[config.mk]
export PLATFORM = sky130hd
export DESIGN_NAME = pcs_rx_top
export DESIGN_NICKNAME = d
export VERILOG_FILES = /design/src/pcs_rx_pkg.sv /design/src/ber_monitor.sv /design/src/block_decoder.sv /design/src/block_sync.sv /design/src/descrambler.sv /design/src/pcs_rx_top.sv /design/src/rx_status_regs.sv
export SDC_FILE = /design/constraint.sdc
export NUM_CORES = 1
export LEC_CHECK = 0
export ABC_AREA = 1
export ABC_CLOCK_PERIOD_IN_PS = 5700
export BUFFER_PORTS_ARGS = -buffer_cell sky130_fd_sc_hd__buf_4
export CAP_MARGIN = 20
export CORE_MARGIN = 2
export CORE_UTILIZATION = 45
export DETAILED_ROUTE_END_ITERATION = 16
export HOLD_SLACK_MARGIN = 0.05
export SKIP_CTS_REPAIR_TIMING = 1
export SLEW_MARGIN = 20
export SYNTH_ARGS = -nofsm -noshare
export SYNTH_HDL_FRONTEND = slang
export SYNTH_SLANG_ARGS = --single-unit
[constraint.sdc]
create_clock -name i_clock -period 5.7 [get_ports i_clock]
set_input_delay 0.855 -clock i_clock [delete_from_list [all_inputs] [get_ports i_clock]]
set_output_delay 0.855 -clock i_clock [all_outputs]
set_load 0.1 [all_outputs]
[src/pcs_rx_pkg.sv]
// shared widths, header and block type codes, xgmii characters, block and xgmii types
package pcs_rx_pkg;

    localparam int NB_SH          = 2;
    localparam int NB_PAYLOAD     = 64;
    localparam int NB_CTRL        = 8;
    localparam int NB_ERROR_COUNT = 16;

    // sync header codes, 00 and 11 are invalid
    localparam logic [NB_SH-1:0] SH_DATA = 2'b01;
    localparam logic [NB_SH-1:0] SH_CTRL = 2'b10;

    localparam logic [7:0] BT_IDLE  = 8'h1E;    // eight control chars
    localparam logic [7:0] BT_START = 8'h78;    // start in lane 0, D1..D7
    localparam logic [7:0] BT_TERM7 = 8'hFF;    // D0..D6, terminate in lane 7

    localparam logic [7:0] XC_IDLE  = 8'h07;
    localparam logic [7:0] XC_START = 8'hFB;
    localparam logic [7:0] XC_TERM  = 8'hFD;
    localparam logic [7:0] XC_ERROR = 8'hFE;

    // descrambler polynomial 1 + x^39 + x^58
    localparam int SCR_TAP_A = 39;
    localparam int SCR_TAP_B = 58;

    // control view, block type sits in the low byte
    typedef struct packed {
        logic [NB_PAYLOAD-9:0] body;
        logic [7:0]            block_type;
    } block_ctrl_view_t;

    // one 64-bit word, read as data bytes or as type plus body
    typedef union packed {
        logic [NB_PAYLOAD/8-1:0][7:0] bytes;    // byte 0 in low bits
        block_ctrl_view_t             ctrl;
    } block_payload_u;

    // stream between block sync, descrambler and decoder
    typedef struct packed {
        logic                 valid;
        logic                 lock;
        logic [NB_SH-1:0]     sh;
        block_payload_u       payload;
    } rx_block_t;

    // decoded word, ctrl bit set when its byte is a control character
    typedef struct packed {
        logic                  valid;
        logic [NB_PAYLOAD-1:0] data;
        logic [NB_CTRL-1:0]    ctrl;
    } xgmii_t;

    // raw framed block from the pma side
    typedef struct packed {
        logic [NB_SH-1:0]      sh;
        logic [NB_PAYLOAD-1:0] payload;
    } phy_block_t;

endpackage

[src/ber_monitor.sv]
// ber_monitor: windowed invalid sync header count driving hi_ber
`timescale 1ns/100ps

module ber_monitor
#(
    parameter int BER_WINDOW   = 1024,
    parameter int HI_BER_LIMIT = 97
)
(
    input  logic                  i_clock,
    input  logic                  i_reset,
    input  pcs_rx_pkg::rx_block_t i_block,
    output logic                  o_hi_ber
);

    localparam int NB_BLK_CNT = $clog2(BER_WINDOW + 1);
    localparam int NB_INV_CNT = $clog2(HI_BER_LIMIT + 1);

    logic [NB_BLK_CNT-1:0] blk_cnt;
    logic [NB_INV_CNT-1:0] inv_cnt;
    logic [NB_INV_CNT-1:0] inv_next;
    logic                  sh_bad;

    always_comb
    begin
        sh_bad = (i_block.sh != pcs_rx_pkg::SH_DATA) && (i_block.sh != pcs_rx_pkg::SH_CTRL);
        if (inv_cnt == NB_INV_CNT'(HI_BER_LIMIT))
            inv_next = inv_cnt;    // saturate at the limit
        else
            inv_next = inv_cnt + NB_INV_CNT'(sh_bad);
    end

    always_ff @(posedge i_clock)
    begin
        if (i_reset)
        begin
            blk_cnt  <= '0;
            inv_cnt  <= '0;
            o_hi_ber <= 1'b0;
        end
        else if (i_block.valid)
        begin
            if (blk_cnt == NB_BLK_CNT'(BER_WINDOW - 1))
            begin
                o_hi_ber <= (inv_next >= NB_INV_CNT'(HI_BER_LIMIT));    // window closes
                blk_cnt  <= '0;
                inv_cnt  <= '0;
            end
            else
            begin
                blk_cnt <= blk_cnt + 1'b1;
                inv_cnt <= inv_next;
            end
        end
    end

endmodule

[src/block_decoder.sv]
// block_decoder: 66-bit block to xgmii word decode with locked error pulse
`timescale 1ns/100ps

module block_decoder
(
    input  logic                  i_clock,
    input  logic                  i_reset,
    input  pcs_rx_pkg::rx_block_t i_block,
    output pcs_rx_pkg::xgmii_t    o_xgmii,
    output logic                  o_decode_error
);

    localparam int NB_DATA = pcs_rx_pkg::NB_PAYLOAD;
    localparam int NB_CTRL = pcs_rx_pkg::NB_CTRL;

    logic [NB_DATA-1:0] dec_data;
    logic [NB_CTRL-1:0] dec_ctrl;
    logic               dec_err;

    always_comb
    begin
        dec_data = {8{pcs_rx_pkg::XC_ERROR}};
        dec_ctrl = '1;
        dec_err  = 1'b1;
        case (i_block.sh)
            pcs_rx_pkg::SH_DATA:
            begin
                dec_data = i_block.payload.bytes;
                dec_ctrl = '0;
                dec_err  = 1'b0;
            end
            pcs_rx_pkg::SH_CTRL:
            begin
                case (i_block.payload.ctrl.block_type)
                    pcs_rx_pkg::BT_IDLE:
                    begin
                        if (i_block.payload.ctrl.body == '0)    // idle body must be clean
                        begin
                            dec_data = {8{pcs_rx_pkg::XC_IDLE}};
                            dec_ctrl = 8'hFF;
                            dec_err  = 1'b0;
                        end
                    end
                    pcs_rx_pkg::BT_START:
                    begin
                        dec_data = {i_block.payload.ctrl.body, pcs_rx_pkg::XC_START};
                        dec_ctrl = 8'h01;
                        dec_err  = 1'b0;
                    end
                    pcs_rx_pkg::BT_TERM7:
                    begin
                        dec_data = {pcs_rx_pkg::XC_TERM, i_block.payload.ctrl.body};
                        dec_ctrl = 8'h80;
                        dec_err  = 1'b0;
                    end
                    default:
                        dec_err = 1'b1;    // unsupported type
                endcase
            end
            default:
                dec_err = 1'b1;    // 00 or 11 header
        endcase
    end

    always_ff @(posedge i_clock)
    begin
        o_xgmii <= '{valid: i_block.valid, data: dec_data, ctrl: dec_ctrl};
        if (i_reset)
            o_xgmii.valid <= 1'b0;
    end

    // errors only count once the lane is locked
    always_ff @(posedge i_clock)
    begin
        if (i_reset)
            o_decode_error <= 1'b0;
        else
            o_decode_error <= i_block.valid && i_block.lock && dec_err;
    end

endmodule

[src/block_sync.sv]
// block_sync: sync header lock state machine and registered block output
`timescale 1ns/100ps

module block_sync
#(
    parameter int LOCK_COUNT    = 64,
    parameter int WINDOW_BLOCKS = 1024,
    parameter int INVALID_LIMIT = 16
)
(
    input  logic                   i_clock,
    input  logic                   i_reset,
    input  logic                   i_valid,
    input  pcs_rx_pkg::phy_block_t i_block,
    output pcs_rx_pkg::rx_block_t  o_block,
    output logic                   o_block_lock
);

    localparam int NB_GOOD_CNT = $clog2(LOCK_COUNT + 1);
    localparam int NB_WIN_CNT  = $clog2(WINDOW_BLOCKS + 1);
    localparam int NB_INV_CNT  = $clog2(INVALID_LIMIT + 1);

    logic                   lock_q;
    logic                   lock_next;
    logic [NB_GOOD_CNT-1:0] good_cnt;
    logic [NB_GOOD_CNT-1:0] good_next;
    logic [NB_WIN_CNT-1:0]  win_cnt;
    logic [NB_WIN_CNT-1:0]  win_next;
    logic [NB_INV_CNT-1:0]  inv_cnt;
    logic [NB_INV_CNT-1:0]  inv_next;
    logic [NB_INV_CNT-1:0]  inv_sum;
    logic                   sh_valid;

    always_comb
    begin
        sh_valid  = (i_block.sh == pcs_rx_pkg::SH_DATA) || (i_block.sh == pcs_rx_pkg::SH_CTRL);
        inv_sum   = inv_cnt + NB_INV_CNT'(!sh_valid);
        lock_next = lock_q;
        good_next = good_cnt;
        win_next  = win_cnt;
        inv_next  = inv_cnt;
        if (i_valid)
        begin
            if (!lock_q)
            begin
                if (!sh_valid)
                    good_next = '0;    // restart the run
                else if (good_cnt == NB_GOOD_CNT'(LOCK_COUNT - 1))
                begin
                    lock_next = 1'b1;
                    good_next = '0;
                    win_next  = '0;
                    inv_next  = '0;
                end
                else
                    good_next = good_cnt + 1'b1;
            end
            else if (inv_sum == NB_INV_CNT'(INVALID_LIMIT))
            begin
                // too many bad headers in this window
                lock_next = 1'b0;
                win_next  = '0;
                inv_next  = '0;
            end
            else if (win_cnt == NB_WIN_CNT'(WINDOW_BLOCKS - 1))
            begin
                win_next = '0;
                inv_next = '0;
            end
            else
            begin
                win_next = win_cnt + 1'b1;
                inv_next = inv_sum;
            end
        end
    end

    always_ff @(posedge i_clock)
    begin
        if (i_reset)
        begin
            lock_q   <= 1'b0;
            good_cnt <= '0;
            win_cnt  <= '0;
            inv_cnt  <= '0;
        end
        else
        begin
            lock_q   <= lock_next;
            good_cnt <= good_next;
            win_cnt  <= win_next;
            inv_cnt  <= inv_next;
        end
    end

    always_ff @(posedge i_clock)
    begin
        o_block <= '{valid: i_valid, lock: lock_next, sh: i_block.sh, payload: i_block.payload};
        if (i_reset)
        begin
            o_block.valid <= 1'b0;
            o_block.lock  <= 1'b0;
        end
    end

    assign o_block_lock = lock_q;

endmodule

[src/descrambler.sv]
// descrambler: self-synchronizing 1 + x^39 + x^58 descrambler with bypass
`timescale 1ns/100ps

module descrambler
(
    input  logic                  i_clock,
    input  logic                  i_reset,
    input  pcs_rx_pkg::rx_block_t i_block,
    input  logic                  i_bypass,
    output pcs_rx_pkg::rx_block_t o_block
);

    localparam int NB_HIST = pcs_rx_pkg::SCR_TAP_B;
    localparam int NB_DATA = pcs_rx_pkg::NB_PAYLOAD;

    logic [NB_HIST-1:0]         history;    // newest received bit at the top
    logic [NB_DATA+NB_HIST-1:0] ext;
    logic [NB_DATA-1:0]         descr;

    // bit i sees the received bits 39 and 58 positions before it
    always_comb
    begin
        ext = {i_block.payload, history};
        for (int i = 0; i < NB_DATA; i++)
        begin
            descr[i] = ext[NB_HIST + i]
                     ^ ext[NB_HIST + i - pcs_rx_pkg::SCR_TAP_A]
                     ^ ext[NB_HIST + i - pcs_rx_pkg::SCR_TAP_B];
        end
    end

    // history follows the line even when bypassed
    always_ff @(posedge i_clock)
    begin
        if (i_reset)
            history <= '0;
        else if (i_block.valid)
            history <= ext[NB_DATA+NB_HIST-1:NB_DATA];
    end

    always_ff @(posedge i_clock)
    begin
        o_block       <= i_block;
        o_block.payload <= i_bypass ? i_block.payload : descr;
        if (i_reset)
        begin
            o_block.valid <= 1'b0;
            o_block.lock  <= 1'b0;
        end
    end

endmodule

[src/pcs_rx_top.sv]
// pcs_rx_top: single lane 64b/66b receive path, sync to decode plus ber and status
`timescale 1ns/100ps

module pcs_rx_top
#(
    parameter int LOCK_COUNT    = 64,
    parameter int WINDOW_BLOCKS = 1024,
    parameter int INVALID_LIMIT = 16,
    parameter int BER_WINDOW    = 1024,
    parameter int HI_BER_LIMIT  = 97
)
(
    input  logic                                  i_clock,
    input  logic                                  i_reset,
    input  logic                                  i_valid,
    input  pcs_rx_pkg::phy_block_t                i_phy_block,
    input  logic                                  i_descrambler_bypass,
    input  logic                                  i_read_hi_ber,
    input  logic                                  i_read_decode_errors,
    output pcs_rx_pkg::xgmii_t                    o_xgmii,
    output logic                                  o_block_lock,
    output logic                                  o_hi_ber,
    output logic [pcs_rx_pkg::NB_ERROR_COUNT-1:0] o_decode_error_count
);

    pcs_rx_pkg::rx_block_t sync_block;     // block sync to descrambler and ber
    pcs_rx_pkg::rx_block_t descr_block;
    logic                  decode_error;
    logic                  ber_hi;

    block_sync
    #(
        .LOCK_COUNT    (LOCK_COUNT),
        .WINDOW_BLOCKS (WINDOW_BLOCKS),
        .INVALID_LIMIT (INVALID_LIMIT)
    )
    u_block_sync
    (
        .i_clock      (i_clock),
        .i_reset      (i_reset),
        .i_valid      (i_valid),
        .i_block      (i_phy_block),
        .o_block      (sync_block),
        .o_block_lock (o_block_lock)
    );

    descrambler u_descrambler
    (
        .i_clock  (i_clock),
        .i_reset  (i_reset),
        .i_block  (sync_block),
        .i_bypass (i_descrambler_bypass),
        .o_block  (descr_block)
    );

    block_decoder u_block_decoder
    (
        .i_clock        (i_clock),
        .i_reset        (i_reset),
        .i_block        (descr_block),
        .o_xgmii        (o_xgmii),
        .o_decode_error (decode_error)
    );

    // runs beside the decode chain, lock independent
    ber_monitor
    #(
        .BER_WINDOW   (BER_WINDOW),
        .HI_BER_LIMIT (HI_BER_LIMIT)
    )
    u_ber_monitor
    (
        .i_clock  (i_clock),
        .i_reset  (i_reset),
        .i_block  (sync_block),
        .o_hi_ber (ber_hi)
    );

    rx_status_regs u_rx_status_regs
    (
        .i_clock              (i_clock),
        .i_reset              (i_reset),
        .i_decode_error       (decode_error),
        .i_hi_ber             (ber_hi),
        .i_read_hi_ber        (i_read_hi_ber),
        .i_read_decode_errors (i_read_decode_errors),
        .o_hi_ber             (o_hi_ber),
        .o_decode_error_count (o_decode_error_count)
    );

endmodule

[src/rx_status_regs.sv]
// rx_status_regs: clear-on-read decode error counter and latched hi_ber
`timescale 1ns/100ps

module rx_status_regs
(
    input  logic                                  i_clock,
    input  logic                                  i_reset,
    input  logic                                  i_decode_error,
    input  logic                                  i_hi_ber,
    input  logic                                  i_read_hi_ber,
    input  logic                                  i_read_decode_errors,
    output logic                                  o_hi_ber,
    output logic [pcs_rx_pkg::NB_ERROR_COUNT-1:0] o_decode_error_count
);

    localparam int NB_COUNT = pcs_rx_pkg::NB_ERROR_COUNT;

    logic read_hi_ber_d;
    logic read_errors_d;
    logic read_hi_ber_edge;
    logic read_errors_edge;

    always_ff @(posedge i_clock)
    begin
        if (i_reset)
        begin
            read_hi_ber_d <= 1'b0;
            read_errors_d <= 1'b0;
        end
        else
        begin
            read_hi_ber_d <= i_read_hi_ber;
            read_errors_d <= i_read_decode_errors;
        end
    end

    assign read_hi_ber_edge = i_read_hi_ber & ~read_hi_ber_d;
    assign read_errors_edge = i_read_decode_errors & ~read_errors_d;

    always_ff @(posedge i_clock)
    begin
        if (i_reset)
            o_decode_error_count <= '0;
        else if (read_errors_edge)
            o_decode_error_count <= NB_COUNT'(i_decode_error);    // reload, keep this cycle's error
        else if (i_decode_error && (o_decode_error_count != '1))
            o_decode_error_count <= o_decode_error_count + 1'b1;
    end

    // sticky until read
    always_ff @(posedge i_clock)
    begin
        if (i_reset)
            o_hi_ber <= 1'b0;
        else if (read_hi_ber_edge)
            o_hi_ber <= i_hi_ber;
        else if (i_hi_ber)
            o_hi_ber <= 1'b1;
    end

endmodule
### Word-level counts from Yosys, hierarchy flattened

Cells that the tools add are included.

| word-level totals | value |
|---|---|
| register bits | 329 |
| input bits | 72 |
| logic and storage cells | 227 |

| operators by class | value |
|---|---|
| $add $sub $neg | 6 |
| order comparisons | 1 |
| equal/unequal tests | 15 |
| muxes and demuxes | 32 |
| bitwise operators | 133 |
| reduce and logical (&&, ||, !) cells | 16 |

Operators by type and width:

| operator | number |
|---|---|
| 64-bit one-hot mux with 3 select lines | 1 |
| 64-bit two-way mux | 2 |
| 64-bit one-hot mux with 2 select lines | 1 |
| 1-bit bitwise XOR | 128 |
| 11-bit two-way mux | 6 |
| 56-bit zero test | 1 |
| 8-bit one-hot mux with 2 select lines | 2 |
| 7-bit two-way mux | 4 |
| 5-bit two-way mux | 5 |
| 11-bit by 1-bit adder with 11-bit output (second input constant) | 2 |
| 11-bit by 10-bit equality test with 1-bit output (second input constant) | 2 |
| 16-bit by 1-bit adder with 16-bit output (second input constant) | 1 |
| 16-bit inequality test (second input constant) | 1 |
| 1-bit two-way mux | 9 |
| 8-bit by 5-bit equality test with 1-bit output (second input constant) | 1 |
| 8-bit by 7-bit equality test with 1-bit output (second input constant) | 1 |
| 8-bit equality test (second input constant) | 1 |
| 2-bit nonzero test | 4 |
| 7-bit by 1-bit adder with 7-bit output | 1 |
| 7-bit by 1-bit adder with 7-bit output (second input constant) | 1 |
| 7-bit by 6-bit equality test with 1-bit output (second input constant) | 1 |
| 7-bit equality test (second input constant) | 1 |
| 7-bit greater-or-equal comparator (second input constant) | 1 |
| 5-bit by 1-bit adder with 5-bit output | 1 |
| 14 further kinds | 25 |

### Depth between registers and ports, before layout

Gate-level depths: netlist of the first run.

| depth | value |
|---|---|
| depth after elaboration | 7 |
| mapped depth | 12 |
| mapped depth without buffers | 12 |

### By module

From an unflattened synthesis of the first run, not the netlist that was laid out.

| second synthesis, totals | value |
|---|---|
| cells, all modules | 1947 |
| area, all modules | 14267.4 um^2 |

Modules (own cells, without submodules):

| module | times used | cells each | area each (um^2) | sequential area each (um^2) |
|---|---|---|---|---|
| descrambler | 1 | 787 | 5688.0 | 2522.4 |
| block_decoder | 1 | 576 | 3697.3 | 1381.3 |
| block_sync | 1 | 272 | 2815.2 | 1821.7 |
| rx_status_regs | 1 | 167 | 1074.8 | 380.4 |
| ber_monitor | 1 | 145 | 992.2 | 380.4 |

### Worst setup path after synthesis of the first run

Ideal clock, no wire load.

| path | value |
|---|---|
| kind | input-to-reg |
| from | input i_phy_block[64] (netlist name) |
| to | register u_block_sync.inv_cnt[1] |
| library setup time | 132 ps |
| arrival | 2304 ps |
| required time | 5568 ps |
| path slack | 3264 ps |
| stages on the path | 10 |
| path through | xnor2_2 -> ha_1 -> ha_1 -> or2_2 -> nor2_1 -> nand3_1 -> nand3_1 -> nor2_2 -> nand2_1 -> a21oi_1 |

| between the ends | value |
|---|---|
| longest elaborated chain between the ends | 7 |
| elaborated cells on any way between the ends | 11 |
| classes of those cells | 1 x add/sub; 3 x eq/ne; 3 x mux; 4 x reduce/logical |

RTL lines:

| item | RTL line | RTL |
|---|---|---|
| from (decl) | pcs_rx_top.sv:16 | `input pcs_rx_pkg::phy_block_t i_phy_block,` |
| 2-bit by 1-bit equality test with 1-bit output or 2-bit equality test (tied branches) | block_sync.sv:36 | `sh_valid = (i_block.sh == pcs_rx_pkg::SH_DATA) \|\| (i_block.sh == pcs_rx_pkg::SH_CTRL);` |
| 1-bit logical OR * | block_sync.sv:36 |  |
| 1-bit zero test | block_sync.sv:37 | `inv_sum = inv_cnt + NB_INV_CNT'(!sh_valid);` |
| 5-bit by 1-bit adder with 5-bit output | block_sync.sv:37 |  |
| 5-bit equality test or 5-bit two-way mux (tied branches) | block_sync.sv:58, block_sync.sv:65 |  |
| 5-bit two-way mux | block_sync.sv:58 | `else if (inv_sum == NB_INV_CNT'(INVALID_LIMIT))` |
| 5-bit two-way mux | block_sync.sv:44 | `if (!lock_q)` |
| to (signal assigned) | block_sync.sv:92 | `inv_cnt <= inv_next;` |
| to (decl) | block_sync.sv:29 | `logic [NB_INV_CNT-1:0] inv_cnt;` |

Every way passes the cells marked *; elsewhere a longest branch is shown, timed or not.
A chain may end at the register's enable or synchronous reset.

### Final worst setup path of the first run

| path | value |
|---|---|
| from | input i_phy_block[64] (netlist name) |
| to | register u_block_sync.inv_cnt[4] |

Same word-level chain as after synthesis.

==> results of run 1 <==
## placed cells by master, fill, tap and decap left out, types with 7 or more instances in the layout
cell type | netlist | final
nand2_1 | 359 | 359
dfxtp_1 | 324 | 323
nor2_1 | 251 | 251
buf_4 | 9 | 169
o21ai_0 | 153 | 153
a21oi_1 | 145 | 145
inv_1 | 68 | 67
xnor2_1 | 67 | 67
nand3_1 | 43 | 43
clkbuf_16 | 0 | 37
nor3_1 | 20 | 20
xor2_1 | 17 | 17
nand4_1 | 16 | 16
a22oi_1 | 11 | 11
ha_1 | 10 | 10
clkbuf_8 | 0 | 8
inv_2 | 6 | 7
nor3b_1 | 7 | 7
## power by group
group / switching (uW) / internal, uW
combinational: 633 / 212
sequential: 156 / 2430
clock: 938 / 1570
total: 1730 / 4220
## layout make-up
cell class                 count  area share
clock buffer                  46     0.06815
sequential                   324      0.4252
inverter                      74     0.01821
multi-input combinational   1127      0.3565
tap                          378     0.03100
clock inverter                18     0.01755
antenna                        1   0.0001640
timing repair buffer         169     0.08316
## per-layer routing
| metal | up-vias | track usage | share of wire |
|---|---|---|---|
| met4 | 0 | 0.06853 | 0.022 |
| met1 | 4925 | 0.3215 | 0.47 |
| li1 | 5433 | - | - |
| met5 | - | 0 | 0 |
| met3 | 57 | 0.03447 | 0.064 |
| met2 | 338 | 0.3628 | 0.45 |
## worst max-delay path by stage
stage,to,slack (ns),depth (start not counted)
2_1_floorplan,u_block_sync.inv_cnt[1],3.26,10
6_report,u_block_sync.inv_cnt[4],3.28,12
5_1_grt,u_block_sync.inv_cnt[4],3.06,12
3_3_place_gp,u_block_sync.inv_cnt[0],2.85,12
4_1_cts,u_block_sync.inv_cnt[4],3.31,12
3_5_place_dp,u_block_sync.inv_cnt[4],2.76,12
## sequential cells by signal (all words and copies together), names as in the netlist, 5 cells and up
register                               cells
u_ber_monitor.blk_cnt                     11
u_ber_monitor.inv_cnt                      7
u_block_decoder.o_xgmii                   68
u_block_sync.good_cnt                      7
u_block_sync.inv_cnt                       5
u_block_sync.o_block                      67
u_block_sync.win_cnt                      11
u_descrambler.history                     58
u_descrambler.o_block                     68
u_rx_status_regs.o_decode_error_count     16
## logic make-up after synthesis
kind of cell,synth area share
XOR/XNOR,0.05995
flip-flops,0.5171
AO/OA/AOI/OAI,0.1323
AND/OR/NAND/NOR,0.2314
adder cells (fa/ha/maj),0.009975
buffers and inverters,0.04928
## per-stage QoR
step	hold slack, ns	std cells
after detailed placement	0.3784	2072
after CTS	0.3869	2136
after global routing	0.3967	2136
final	0.3894	2137
after floorplan	0.3499	1597
after global placement	0.3880	2072
==> impl_results.md, run 1 <==
* Outcome: finished clean
* Cell variety after synth at 41
* MaxCap Viol Count at 0
* Largest cells by area after synthesis: dfxtp_1 (52%), nand2_1 (11%), nor2_1 (7.5%)
* WL per Instance at 15.79 um
* Port buffer count at 162
* Hold Crit Class: reg2reg
* Syn Nets at 1679
* CP Launch Type: primary input
* Cells along the critical path: buf_4 > xnor2_2 > ha_1 > ha_1 > nor2_1 > nor2_1 > nor2_1 > nand3_1 > nand3_1 > nor2_2 > nand2_1 > a21oi_1
* Synth async-reset ratio at 0
* Most used flip-flop cell after synthesis: dfxtp_1
* Hold Crit Depth at 0
* Worst Slack Setup Final at 3.281 ns
* Crit path largest cell delay at 0.33 ns
* RSZ-0062 raised after global routing: no
* Total GRT Usage at 0.2284
* Vias in the first global route at 9800
* Crit path capture type: register
* # nets final at 1814
* Grt total ovfl at 0
* Worst reg-to-reg path cell count at 10
* DRC viols at 0
* Largest net degree at the start of global routing at 71
* CTS tree: done
* Chip Width at 171.0 um
* Top cell type's share of synthesized area at 0.5171
* Gp weighted congestion at 0.8475
* Reg2reg start: u_descrambler.o_block[56]
* CP most frequent cell: nor2_1
* Hold endpoint: u_descrambler.o_block[64]
* First-pass GRT wire length at 52360 um
* Num CTS Buffers at 36
* Initial antenna violation count at 0
* Ratio of cells with drive above 1 in the final layout at 0.1451
* Synth area leader: dfxtp_1
* Leakage at 0.006431 uW
* CP Buf/Inv Count at 1
* Final wirelength at 33740 um
* Area of the mapped netlist at 0.01254 mm2
* Crit Path Class: in2reg
* Post-layout util at 0.5522
* Actual slew at the worst max-slew pin at 1.109 ns
* Syn_area_per_cell at 7.854 um2
* Slew headroom at 0.2588
* Fillers at 2627
* Register area share after synthesis at 0.5171
* Crit path DAT at 2.87 ns
* Hold_sp: u_block_sync.o_block[64]
* Post-Place Setup Slack at 2.760 ns
* Drt via density at 5.032
* Area of the multi-input gates at 0.005439 mm2
* Setup TNS at 0 ns
* Initial Util at 0.4540
* Post-place instance area at 0.01395 mm2
* CTS Sinks at 324
* Design Power at 5942 uW
* Fmax at 0.4134 GHz
* Crit path from: i_phy_block[64]
* WP data required at 6.15 ns
* Cell with the most instances after synthesis: nand2_1
* FF+latch count, synth at 324
* Final hold violation count at 0
* EDFF count, synth at 0
* Crit Path Max Fanout at 9
* CTS root buf: clkbuf_16
* P per Cell Area at 389.5 mW/mm2
* Vias at 10750
* Final Instance Area at 0.01526 mm2
* P&R area growth vs syn at 21.63%
* Bufs on Longest Clock Path at 3
* Reg2Reg Capture Point: u_block_decoder.o_xgmii[70]
* Register area at 0.006487 mm2
* Synth top cells by count: nand2_1 (359), dfxtp_1 (324), nor2_1 (251), o21ai_0 (153), a21oi_1 (145)
* Clk slew on worst S/H paths at 0.06 ns
* Finish-stage setup viols at 0
* Detail Route Antenna Nets at 0
* DR pass1 iterations at 5
* Clock Skews at 0.01660 ns
* Critical path's slowest cell: nor2_2
* Syn. warnings at 0
* Final cycle utilization of the critical path at 0.4244
* Final Slew Violations at 0
* Die height at 171.0 um
* Io pins at 163
* Insertion delay to the later sink of the worst-skew pair at 0.53 ns
* H-tree lvl count at 2
* First DRT Iteration DRCs at 1048
* R2r setup slk at 3.39 ns
* Detailed Place HPWL at 23830 um
* Die Area at 0.02923 mm2
* Synth Instances at 1597
* Row Count at 61
* Core box area at 0.02763 mm2
* Delay-heaviest family, CP: simple AND/OR/NAND/NOR gates
* VDD IR max at 0.2322 mV
* Fin crit period at 2.419 ns
Power figures use the tool's default switching activity.
==> inputs of run 2 (changes only) <==
--- a/config.mk
+++ b/config.mk
@@ -5,14 +5,15 @@
 export SDC_FILE = /design/constraint.sdc
 export NUM_CORES = 1
 export LEC_CHECK = 0
-export ABC_AREA = 1
-export ABC_CLOCK_PERIOD_IN_PS = 5700
+export ABC_AREA = 0
+export ABC_CLOCK_PERIOD_IN_PS = 2200
 export BUFFER_PORTS_ARGS = -buffer_cell sky130_fd_sc_hd__buf_4
 export CAP_MARGIN = 20
 export CORE_MARGIN = 2
 export CORE_UTILIZATION = 45
 export DETAILED_ROUTE_END_ITERATION = 16
 export HOLD_SLACK_MARGIN = 0.05
+export PLACE_DENSITY = 0.67
 export SKIP_CTS_REPAIR_TIMING = 1
 export SLEW_MARGIN = 20
 export SYNTH_ARGS = -nofsm -noshare
==> constraint.sdc (replaced) <==
create_clock -name i_clock -period 2.2 [get_ports i_clock]
set_input_delay 0.33 -clock i_clock [delete_from_list [all_inputs] [get_ports i_clock]]
set_output_delay 0.33 -clock i_clock [all_outputs]
set_load 0.1 [all_outputs]
==> impl_results.md, run 2 <==
* Crit Path Class: reg2reg
* Final Instance Area at 0.01537 mm2
* Syn_area_per_cell at 10.32 um2
* Leakage at 0.006216 uW
* VDD IR max at 0.7095 mV
* Sw Share at 0.2852
* Crit path DAT at 2.76 ns
* Met2 global-route usage at 0.3099
* H-tree lvl count at 2
* Top cell type's share of synthesized area at 0.5525
* DRC viols at 0
* Seq pwr share at 0.455
* Grt met1 use at 0.2834
* First DRT Iteration DRCs at 695
* Crit path capture type: register
* Syn. warnings at 0
* Vias at 9008
* Synth async-reset ratio at 0
* Clock Skews at 0.02790 ns
* Insertion delay to the later sink of the worst-skew pair at 0.52 ns
* Top flop regs: u_block_decoder.o_xgmii: 68 flops, u_descrambler.o_block: 68 flops, u_block_sync.o_block: 67 flops
* Psw at 4182 uW
* Total GRT Usage at 0.2030
* Area of the mapped netlist at 0.01174 mm2
* Hold Crit Class: in2reg
* Finish-stage setup viols at 49
* Fin crit period at 2.366 ns
* MaxCap Viol Count at 0
* Largest cells by area after synthesis: dfxtp_1 (55%), xnor2_1 (6.6%), nor2_1 (6.1%)
* Detail Route Antenna Nets at 0
* Final cycle utilization of the critical path at 1.076
* Ratio of cells with drive above 1 in the final layout at 0.2033
* Fillers at 2150
* P&R area growth vs syn at 30.97%
* Most common cell after layout, fill and taps aside: dfxtp_1
* Simple-gate area share of the yosys netlist at 0.1419
* Fmax at 0.4226 GHz
* FF+latch count, synth at 324
* Grt total ovfl at 0
* RSZ-0062 raised after global routing: yes
* Largest family of logic cells by synthesized area: simple AND/OR/NAND/NOR gates
* Violated checks: setup timing
* Row Count at 59
* Detailed Place HPWL at 20690 um
* Initial Util at 0.4543
* Post-synthesis compound-gate area fraction at 0.09113
* Synth Instances at 1137
* Gp weighted congestion at 0.9018
* Io pins at 163
* Final wirelength at 29540 um
* Slew headroom at 0.5495
* Synth top cells by count: dfxtp_1 (324), nor2_1 (191), xnor2_1 (89), xor2_1 (77), mux2i_1 (61)
* Bufs on Longest Clock Path at 3
* First-pass GRT wire length at 43310 um
* Num CTS Buffers at 35
* Synth area leader: dfxtp_1
* Hold_sp: i_read_decode_errors
* Most used flip-flop cell after synthesis: dfxtp_1
* Crit Path Max Fanout at 5
* EDFF count, synth at 0
* CTS tree: done
* Actual slew at the worst max-slew pin at 0.6732 ns
* WL per Instance at 17.00 um
* Core box area at 0.02584 mm2
* Initial antenna violation count at 0
* Post-place instance area at 0.01346 mm2
* Clock share of power at 0.395
* Register area share after synthesis at 0.5525
* Worst Slack Setup Final at -0.1662 ns
* DR pass1 iterations at 4
* Drt via density at 5.186
* # nets final at 1460
* Chip Width at 165.5 um
* Die Area at 0.02739 mm2
* Cell variety after synth at 52
* Cell with the most instances after synthesis: dfxtp_1
* Clk slew on worst S/H paths at 0.06 ns
* Final hold violation count at 0
* Global route hottest layer: met2
* Combinational Power Share at 0.150
* Met3 global-route usage at 0.03996
* Outcome: finished, violations left
* Largest net degree at the start of global routing at 77
* Port buffer count at 162
* Reg2reg start: u_descrambler.o_block[6]
* Xor and xnor area share after synthesis at 0.1239
* P per Cell Area at 953.7 mW/mm2
* Most frequent cells in the layout: dfxtp_1 (308), nor2_1 (191), buf_4 (191)
* Setup TNS at -4.756 ns
* WP data required at 2.59 ns
* Crit path from: u_descrambler.o_block[6]
* Design Power at 14660 uW
* Die height at 165.5 um
* Post-layout util at 0.5951
* Mux cell area share after synthesis at 0.05201
* CP Launch Type: register
* Final Slew Violations at 0
* CTS root buf: clkbuf_16
* CTS Sinks at 324
* Vias in the first global route at 8110
* Internal power at 10480 uW
* ANT cells at 0
* Syn Nets at 1219
* Synthesized-area fraction occupied by adder cells at 0.01066
run 2: changes by cell type in the layout (fill, tap and decap cells not counted), moves of 54 or more:
cell           before  now
o21ai_0           153    9
nand2_1           359   39
xor2_1             17   77
nor2_1            251  191
dlygate4sd3_1       0   66
a21oi_1           145   36
mux2i_1             0   61
inv_1              67   13
run 2: area by class of cell:
cell class	count	area, um2	share of cell area
clock buffer	49	1021	0.06641
clock inverter	12	133.9	0.008708
inverter	13	48.80	0.003174
multi-input combinational	737	4970	0.3232
sequential	324	6509	0.4233
tap	335	419.2	0.02726
timing repair buffer	267	2273	0.1479
run 2: worst max-delay path, stage by stage (launching register included):
cell and delay, ns:
dfxtp_2 0.32, or4_4 0.54, or4_4 0.54, nor4_4 0.20, buf_4 0.18, buf_6 0.09
buf_6 0.11, nand2b_4 0.15, o21ai_1 0.10
run 2: kinds of logic (layout without fill, tap and decap cells):
group / Yosys count / in the layout
simple gates: 358 / 358
buf+inv: 76 / 341
mux: 61 / 61
fa+ha+maj: 10 / 10
compound gates: 142 / 142
flops: 324 / 324
xor+xnor: 166 / 166
run 2: path summary, 6_finish.rpt:
| kind | end | slack, ns | cells after the start |
|---|---|---|---|
| max | u_block_decoder.o_xgmii[12] | -0.17 | 8 |
| min | u_rx_status_regs.read_errors_d | 0.05 | 2 |
| max reg2reg | u_block_decoder.o_xgmii[12] | -0.17 | 8 |
| min reg2reg | u_descrambler.o_block[64] | 0.38 | 0 |
run 2: per-layer routing:
| metal | vias to the layer above | part of all wire |
|---|---|---|
| li1 | 4400 | - |
| met3 | 64 | 0.067 |
| met1 | 4236 | 0.46 |
| met5 | - | 0 |
| met2 | 308 | 0.45 |
| met4 | 0 | 0.031 |
run 2: per-stage QoR:
step           hold WS [ns]  cells  worst slack [ns]
6_report            0.04676   1737           -0.1662
5_1_grt             0.05293   1737           -0.2320
4_1_cts             -0.1053   1667          -0.06574
3_5_place_dp         0.3797   1606          -0.05209
3_3_place_gp         0.3973   1606           0.01193
2_1_floorplan        0.3499   1137           0.01269
run 2: power by group through the flow:
stage	Sequential [uW]	Combinational, uW	Clock (uW)
CTS	6660	2080	5880
global route	6700	2310	6150
finish	6680	2200	5790
global placement	6790	2060	0
detailed placement	6790	2070	0
floorplan	7540	665	0
